===== src/source/memConfig.svh =====
`ifndef MEM_CONFIG_SVH
`define MEM_CONFIG_SVH

// Word and address widths
`define MEM_WORD_WIDTH 64
`define MEM_ADDR_WIDTH 64

// Instruction segment starts at word 0
`define MEM_INSTR_WORDS 32

// Data segment is a row of equal banks
`define MEM_BANK_WORDS 64
`define MEM_BANK_COUNT 4

// Data follows straight after the instruction words
`define MEM_DATA_BASE `MEM_INSTR_WORDS

// Everything from the end of the last bank upward is unmapped

`endif


===== src/source/memPkg.sv =====
`default_nettype none

package memPkg;

`include "memConfig.svh"

    // Offset has to index both the ROM and a single bank
    localparam int instrIdxWidth = $clog2(`MEM_INSTR_WORDS);
    localparam int bankIdxWidth  = $clog2(`MEM_BANK_WORDS);
    localparam int offsetWidth   = (instrIdxWidth > bankIdxWidth) ? instrIdxWidth
                                                                  : bankIdxWidth;

    typedef logic [`MEM_WORD_WIDTH-1:0] wordT;
    typedef logic [`MEM_ADDR_WIDTH-1:0] addrT;

    typedef enum logic [1:0] {
        regionInstr,                      // Read-only program words
        regionData,                       // Banked read/write storage
        regionNone                        // Unmapped
    } regionT;

    typedef logic [$clog2(`MEM_BANK_COUNT)-1:0] bankIdxT;
    typedef logic [offsetWidth-1:0]              offsetT;

endpackage

`default_nettype wire


===== src/source/memReqIf.sv =====
`timescale 1ns/10ps
`default_nettype none

interface memReqIf import memPkg::*; ();

    logic    valid;                       // One pulse per request
    logic    read;
    logic    write;
    regionT  region;
    bankIdxT bank;
    offsetT  offset;                      // Word inside bank or ROM
    wordT    wdata;

    modport decoder (
        output valid,
        output read,
        output write,
        output region,
        output bank,
        output offset,
        output wdata
    );

    modport storage (
        input valid,
        input read,
        input write,
        input region,
        input bank,
        input offset,
        input wdata
    );

endinterface

`default_nettype wire


===== src/source/segmentDecoder.sv =====
`timescale 1ns/10ps
`default_nettype none

`include "memConfig.svh"

module segmentDecoder import memPkg::*; (
    input  logic     clk,
    input  logic     arstN,
    input  logic     read,
    input  logic     write,
    input  addrT     address,
    input  wordT     wdata,
    memReqIf.decoder req
);

    localparam addrT instrEnd = addrT'(`MEM_INSTR_WORDS);
    localparam addrT dataBase = addrT'(`MEM_DATA_BASE);
    localparam addrT dataEnd  = addrT'(`MEM_DATA_BASE + `MEM_BANK_COUNT * `MEM_BANK_WORDS);

    localparam int instrBits    = $clog2(`MEM_INSTR_WORDS);
    localparam int bankWordBits = $clog2(`MEM_BANK_WORDS);
    localparam int bankBits     = $bits(bankIdxT);

    logic    isInstr;
    logic    isData;
    addrT    dataRel;                     // Address relative to first data word
    regionT  regionNext;
    bankIdxT bankNext;
    offsetT  offsetNext;

    // Full-width compares so any upper bit set lands in regionNone
    assign isInstr = (address < instrEnd);
    assign isData  = (address >= dataBase) && (address < dataEnd);
    assign dataRel = address - dataBase;

    always_comb begin
        regionNext = regionNone;
        bankNext   = '0;
        offsetNext = '0;
        if (isInstr) begin
            regionNext = regionInstr;
            offsetNext = offsetT'(address[instrBits-1:0]);
        end else if (isData) begin
            regionNext = regionData;
            bankNext   = bankIdxT'(dataRel[bankWordBits +: bankBits]);   // Upper bits pick bank
            offsetNext = offsetT'(dataRel[bankWordBits-1:0]);
        end
    end

    always_ff @(posedge clk or negedge arstN) begin
        if (!arstN) begin
            req.valid  <= 1'b0;
            req.read   <= 1'b0;
            req.write  <= 1'b0;
            req.region <= regionNone;
        end else begin
            req.valid  <= read | write;   // Any strobe is a request
            req.read   <= read;
            req.write  <= write;
            req.region <= regionNext;
        end
    end

    // Payload only moves on a request
    always_ff @(posedge clk) begin
        if (read | write) begin
            req.bank   <= bankNext;
            req.offset <= offsetNext;
            req.wdata  <= wdata;
        end
    end

endmodule

`default_nettype wire


===== src/flat_wrapper.sv =====
// flat-port wrapper written by rule: the top's interface ports become plain ports
module segmentDecoder_flat import memPkg::*;
  (clk, arstN, read, write, address, wdata, req_valid, req_read, req_write, req_region, req_bank, req_offset, req_wdata);
  memReqIf req_i ();
  input  logic clk;
  input  logic arstN;
  input  logic read;
  input  logic write;
  input  addrT address;
  input  wordT wdata;
  output wire logic [$bits(req_i.valid)-1:0] req_valid;
  output wire logic [$bits(req_i.read)-1:0] req_read;
  output wire logic [$bits(req_i.write)-1:0] req_write;
  output wire logic [$bits(req_i.region)-1:0] req_region;
  output wire logic [$bits(req_i.bank)-1:0] req_bank;
  output wire logic [$bits(req_i.offset)-1:0] req_offset;
  output wire logic [$bits(req_i.wdata)-1:0] req_wdata;
  assign req_valid = req_i.valid;
  assign req_read = req_i.read;
  assign req_write = req_i.write;
  assign req_region = req_i.region;
  assign req_bank = req_i.bank;
  assign req_offset = req_i.offset;
  assign req_wdata = req_i.wdata;
  segmentDecoder u_core (.clk(clk), .arstN(arstN), .read(read), .write(write), .address(address), .wdata(wdata), .req(req_i));
endmodule

===== config.mk =====
export PLATFORM = sky130hd
export DESIGN_NAME = segmentDecoder_flat
export DESIGN_NICKNAME = d
export VERILOG_FILES = /design/src/source/memPkg.sv /design/src/source/memReqIf.sv /design/src/source/segmentDecoder.sv /design/src/flat_wrapper.sv
export VERILOG_INCLUDE_DIRS = /design/src /design/src/source
export SDC_FILE = /design/constraint.sdc
export NUM_CORES = 1
export LEC_CHECK = 0
export ABC_AREA = 1
export BUFFER_PORTS_ARGS = -buffer_cell sky130_fd_sc_hd__clkbuf_2
export CORE_MARGIN = 2
export CORE_UTILIZATION = 42
export DETAILED_ROUTE_END_ITERATION = 16
export HOLD_SLACK_MARGIN = 0.15
export PLACE_DENSITY = 0.94
export SYNTH_ARGS = -nofsm -noshare
export SYNTH_HDL_FRONTEND = slang
export SYNTH_SLANG_ARGS = --single-unit

===== constraint.sdc =====
create_clock -name clk -period 1.4 [get_ports clk]
set_input_delay 0 -clock clk [delete_from_list [all_inputs] [get_ports clk]]
set_output_delay 0 -clock clk [all_outputs]
set_load 0.02 [all_outputs]

==> results, run 1 <==
- In this run, synthesis produced a sequential element count of 77.
- The synthesized area divided by synthesized cell count is 16.70 um2.
- The cell type with the largest total area after synthesis is sky130_fd_sc_hd__edfxtp_1.
- At the end of routability-driven placement, the weighted congestion stood at 0.7678.
- The depth of the CTS H-tree is 3.
- Among all cell types in the netlist, the one instantiated most often is sky130_fd_sc_hd__edfxtp_1.
- After technology mapping, the gate count stands at 157.
- In this run the core area contains 28 standard-cell rows.
- The number of synthesized flops with an enable pin is 72.
- The tree is rooted in a sky130_fd_sc_hd__clkbuf_8.
- The detailed placer's ending HPWL is 5551 um.
- The effective utilization at floorplan is 43.76%.
- The stage at which the flow ended is clock tree synthesis (4_1_cts).
- The tool reported: "[ERROR RSZ-0060] Max buffer count reached".
- After synthesis, the netlist uses 12 different library cells.
- Measured along the x axis, the die boundary spans 83 um.
- CTS saw 77 sinks.
- The sequential area share after synthesis is 87.30%.
- TritonCTS created 9 clock buffers.
- The clock passes through at most 2 buffers.
- The worst-case setup slack after placement is 0.3691 ns.
- The die height is 83 um.
- The number of port buffers is 208.
- The total setup buffers inserted after CTS is 0.
- Yosys attributes the largest share of cell area to sky130_fd_sc_hd__edfxtp_1 (82%), sky130_fd_sc_hd__nor2_1 (6.2%), sky130_fd_sc_hd__dfrtp_1 (3.8%), sky130_fd_sc_hd__nand2_1 (2.9%), sky130_fd_sc_hd__inv_1 (1.3%).
- The number of hold buffers added after CTS was 101.
- During synthesis, Yosys emitted a total of 0 warnings.
- Once the clock tree was built, the resizer swapped 0 gates to a different size.
- In the synthesized netlist, the cells that appear most often are sky130_fd_sc_hd__edfxtp_1 (72), sky130_fd_sc_hd__nor2_1 (43), sky130_fd_sc_hd__nand2_1 (20).
- The commonest register cell after synthesis is sky130_fd_sc_hd__edfxtp_1.
- The net count after synthesis is 290.
- The top-area cell type share of the netlist area is 82.48%.
- The flow did not finish.
- In the synthesized netlist the async set-or-reset flop fraction comes to 6.494%.
- 209 I/O pins were placed.
- The area of the mapped netlist is 2621 um2.
[per-stage QoR]
step                      util (%)  instances  area (um2)  hold WS (ns)
after floorplan                  -        157        2621       -0.2956
after global placement       63.58        445        3809       -0.1839
after detailed placement     63.58        445        3809       -0.1721
[cell families after synthesis]
group         after synthesis  synth area share, %
xor+xnor                    1               0.3342
fa+ha+maj                   1               0.4773
buf+inv                     9                1.289
simple gates               69                10.60
flops                      77                87.30
==> inputs of run 2 (changes only) <==
Settings changed: CORE_UTILIZATION 42 to 40, HOLD_SLACK_MARGIN 0.15 to unset, PLACE_DENSITY 0.94 to unset, PLACE_DENSITY_LB_ADDON set to 0.15.
==> run 2 against run 1 <==
Net effect:
- the run now ends clean
- area after synthesis stayed put
- synthesized cell count stayed put
==> results, run 2 <==
- The flow ran to the end, and the final reports show no timing, DRC or antenna violations.
- The top-area cell type share of the netlist area was 82.48% (unchanged).
- Data on the critical path is required at its endpoint by 1.38 ns.
- Counting flops per register, the top entry is u_core.req.wdata.
- The max capacitance violation total is 0.
- For this run, design rule violations remaining after detail routing come to 0.
- The routability-driven placement congestion ratio is 0.7825 (+1.9%).
- The commonest non-fill, non-tap cell in the layout is sky130_fd_sc_hd__clkbuf_2.
- Across the VDD grid, the largest voltage drop is 775.1 uV.
- The total negative setup slack is 0 ns.
- The net count of the finished layout is 584.
- The maximum number of pins on one net before global-route repair is 54.
- The initial antenna violation count came to 0.
- Static timing analysis puts the maximum clock frequency at 823.7 MHz.
- Among all cell types in the netlist, the one instantiated most often is sky130_fd_sc_hd__edfxtp_1.
- The largest registers in the layout are u_core.req.wdata x64, u_core.req.offset x6.
- The sequential area share after synthesis was 87.30% (unchanged).
- The count of nets left with antenna violations once routing finished came out at 0.
- The deepest clock path buffer count is 2 (unchanged).
- The die height is 84.95 um (+2.3%).
- The global-route congestion overflow total is 0.
- The clock network burns 34.7% of the power.
- The total clock buffers created by CTS is 9 (unchanged).
- The first global-routing pass estimated 10,920 um of wire.
- The number of synthesized flops with an enable pin came to 72 (unchanged).
- The count of final hold-check violations is 0.
- The total count of max-transition violations in the final report came to 0.
- The part of the power in registers is 49.7%.
- The switching power share of the total is 22.91%.
- The synthesized instance count was 157 (unchanged).
- In this run the power density over the cells is 1177 nW/um2.
- The commonest cells after synthesis are sky130_fd_sc_hd__edfxtp_1 (72), sky130_fd_sc_hd__nor2_1 (43), sky130_fd_sc_hd__nand2_1 (20).
- The net count after synthesis is 290 (unchanged).
- The sequential cell area in the final layout is 2288 um2.
- The analysis attributes to cell leakage a power of 2.257 nW.
- The number of port buffers is 208 (unchanged).
- The completed layout was analyzed and its total power is 0.005589 W.
- The synthesis-to-layout area growth is 81.10%.
- The first detailed-routing pass ran for 4 iterations.
- The top cell types in the final layout, fill and taps aside, are sky130_fd_sc_hd__clkbuf_2 (208), sky130_fd_sc_hd__dlygate4sd3_1 (73), sky130_fd_sc_hd__edfxtp_1 (72), sky130_fd_sc_hd__nor2_1 (43), sky130_fd_sc_hd__nand2_1 (20).
- The biggest area contributor in the post-synthesis netlist is sky130_fd_sc_hd__edfxtp_1.
- The fraction of synthesis flops using an asynchronous set or reset pin came to 6.494% (unchanged).
- The relative max-transition margin is 69.22%.
- The commonest register cell after synthesis is sky130_fd_sc_hd__edfxtp_1.
- The kind of critical path is in -> reg.
- The internal portion of the total power is 0.004309 W.
- The min-delay analysis places its worst path in the category in -> async.
- The endpoint arrival time on the critical path is 1.20 ns.
- In this run the clock root is driven by a sky130_fd_sc_hd__clkbuf_8.
- At the pin with the least slew margin, the transition time is 0.4617 ns.
- The kind of start point of the critical path is a primary input.
- The number of global-route vias before repair is 2,241.
- Summing all multi-input logic gate instances after layout gives 299.0 um2.
- The count of yosys warnings during synthesis was 0 (unchanged).
- The largest fanout on the critical path is 53.
- The number of violations reported at the end of detailed-routing iteration 0 is 81.
- The number of library cell types mapped by synthesis is 12 (unchanged).
- Summing over every cut layer, the via total after detailed routing is 2,347.
- Summed over all layers, the routed wires come to 7409 um.
- The depth of the CTS H-tree is 3 (unchanged).
- The share of total power in combinational logic is 15.6%.
- The ratio of cells with drive above 1 in the final layout is 50.66%.
- The register with the most flip-flops in the layout has 64 of them.
- The number of I/O pins is 209 (unchanged).
- By area the synthesized netlist is led by sky130_fd_sc_hd__edfxtp_1 (82%), sky130_fd_sc_hd__nor2_1 (6.2%), sky130_fd_sc_hd__dfrtp_1 (3.8%), sky130_fd_sc_hd__nand2_1 (2.9%), sky130_fd_sc_hd__inv_1 (1.3%).
- The TritonCTS clock tree is built.
- Global routing used 20.25% of the available tracks across all layers.
- After layout, the worst path uses 86.72% of the clock period.
- The die width is 84.95 um (+2.3%).
- After clock tree synthesis, the clock-pin slew on the worst setup and hold paths is 0.08 ns.
- The repair_antennas step left the layout with diodes totalling 0.
- The switching power of the nets is 0.001280 W.
- STA classifies the critical path endpoint as a register.
- The total clock sinks was 77 (unchanged).
- Setup repair after global routing left no endpoint under its margin.
- The worst path needs 1.214 ns of the cycle, external delays included.
- The via density per instance is 4.403.
- After floorplanning, the core was sized to cover 6350 um2.
- The layout has 434 filler cells.
- The area of the mapped netlist came to 2621 um2 (unchanged).
- The number of placement rows is 29 (+3.6%).
- The detailed placer's ending HPWL is 4885 um (-12%).
- The floorplan step defined a die boundary enclosing 7217 um2.
- The effective utilization at floorplan is 41.28% (-2.5 points).
- The synthesized area divided by synthesized cell count was 16.70 um2 (unchanged).
- The count of state elements after synthesis is 77 (unchanged).
- The average wire per standard cell is 13.90 um.
- Setup violations remaining at the end of the flow were counted as 0.
- The total setup buffers inserted after CTS was 0 (unchanged).
==> run 2: power groups by stage <==
stage               registers, W  clock network, W  logic [W]
CTS                      0.00277           0.00200   0.000867
finish                   0.00278           0.00194   0.000870
detailed placement       0.00283                 0   0.000701
floorplan                0.00308                 0  0.0000639
global placement         0.00282                 0   0.000693
global route             0.00279           0.00209   0.000926
==> run 2: final cells by class <==
type / count / share of cell area (%)
Clock buffer: 10 / 2.688
Clock inverter: 6 / 2.346
Inverter: 9 / 0.7117
Multi-Input combinational cell: 71 / 6.299
Sequential cell: 77 / 48.21
Tap cell: 77 / 2.030
Timing Repair Buffer: 283 / 37.72
==> run 2: cell families after synthesis <==
group                    after synthesis  share of synthesized area (%)
buffers and inverters                  9                          1.289
XOR/XNOR                               1                         0.3342
adder cells (fa/ha/maj)                1                         0.4773
AND/OR/NAND/NOR                       69                          10.60
flip-flops                            77                          87.30
==> run 2: through the flow <==
stage                     hold WS (ns)  util, %  worst slack, ns  cells  cell area, um2
after global placement         -0.1766    59.43           0.2958    444            3774
after global routing           0.02308    74.76           0.1419    533            4747
after floorplan                -0.2956        -          0.07247    157            2621
final                          0.01031    74.76           0.1860    533            4747
after CTS                    0.0007247    74.70          0.08710    533            4743
after detailed placement       -0.1738    59.43           0.2668    444            3774
==> run 2: critical path: stages <==
cell and delay [ns]:
sky130_fd_sc_hd__dlygate4sd3_1 0.53, sky130_fd_sc_hd__clkbuf_2 0.12, sky130_fd_sc_hd__or2_2 0.13, sky130_fd_sc_hd__buf_6 0.39
==> run 2: layer usage <==
layer  share of wire, %  routed length (um)  global-route usage [%]
met2                 56                4135                   38.49
met5                  0                   0                       0
met4                2.1                 156                   9.235
met1                 34                2544                   21.13
met3                7.7                 573                   4.183
==> run 2: worst paths after layout <==
check	from	end	slack (ns)
max in group asynchronous	arstN	u_core.req.region[1]	1.16
setup / recovery	read	u_core.req.wdata[26]	0.19
min in group clk	address[7]	u_core.req.bank[1]	0.07
hold / removal	arstN	u_core.req.write	0.01
==> run 2: repair_timing <==
action                                  4_1_cts  5_1_grt
gates resized for setup                       0        1
endpoints found under the hold margin        77        0
endpoints found under the setup margin        0       19
hold buffers                                 73        0
Note: power is estimated with default switching activity, not from simulation.
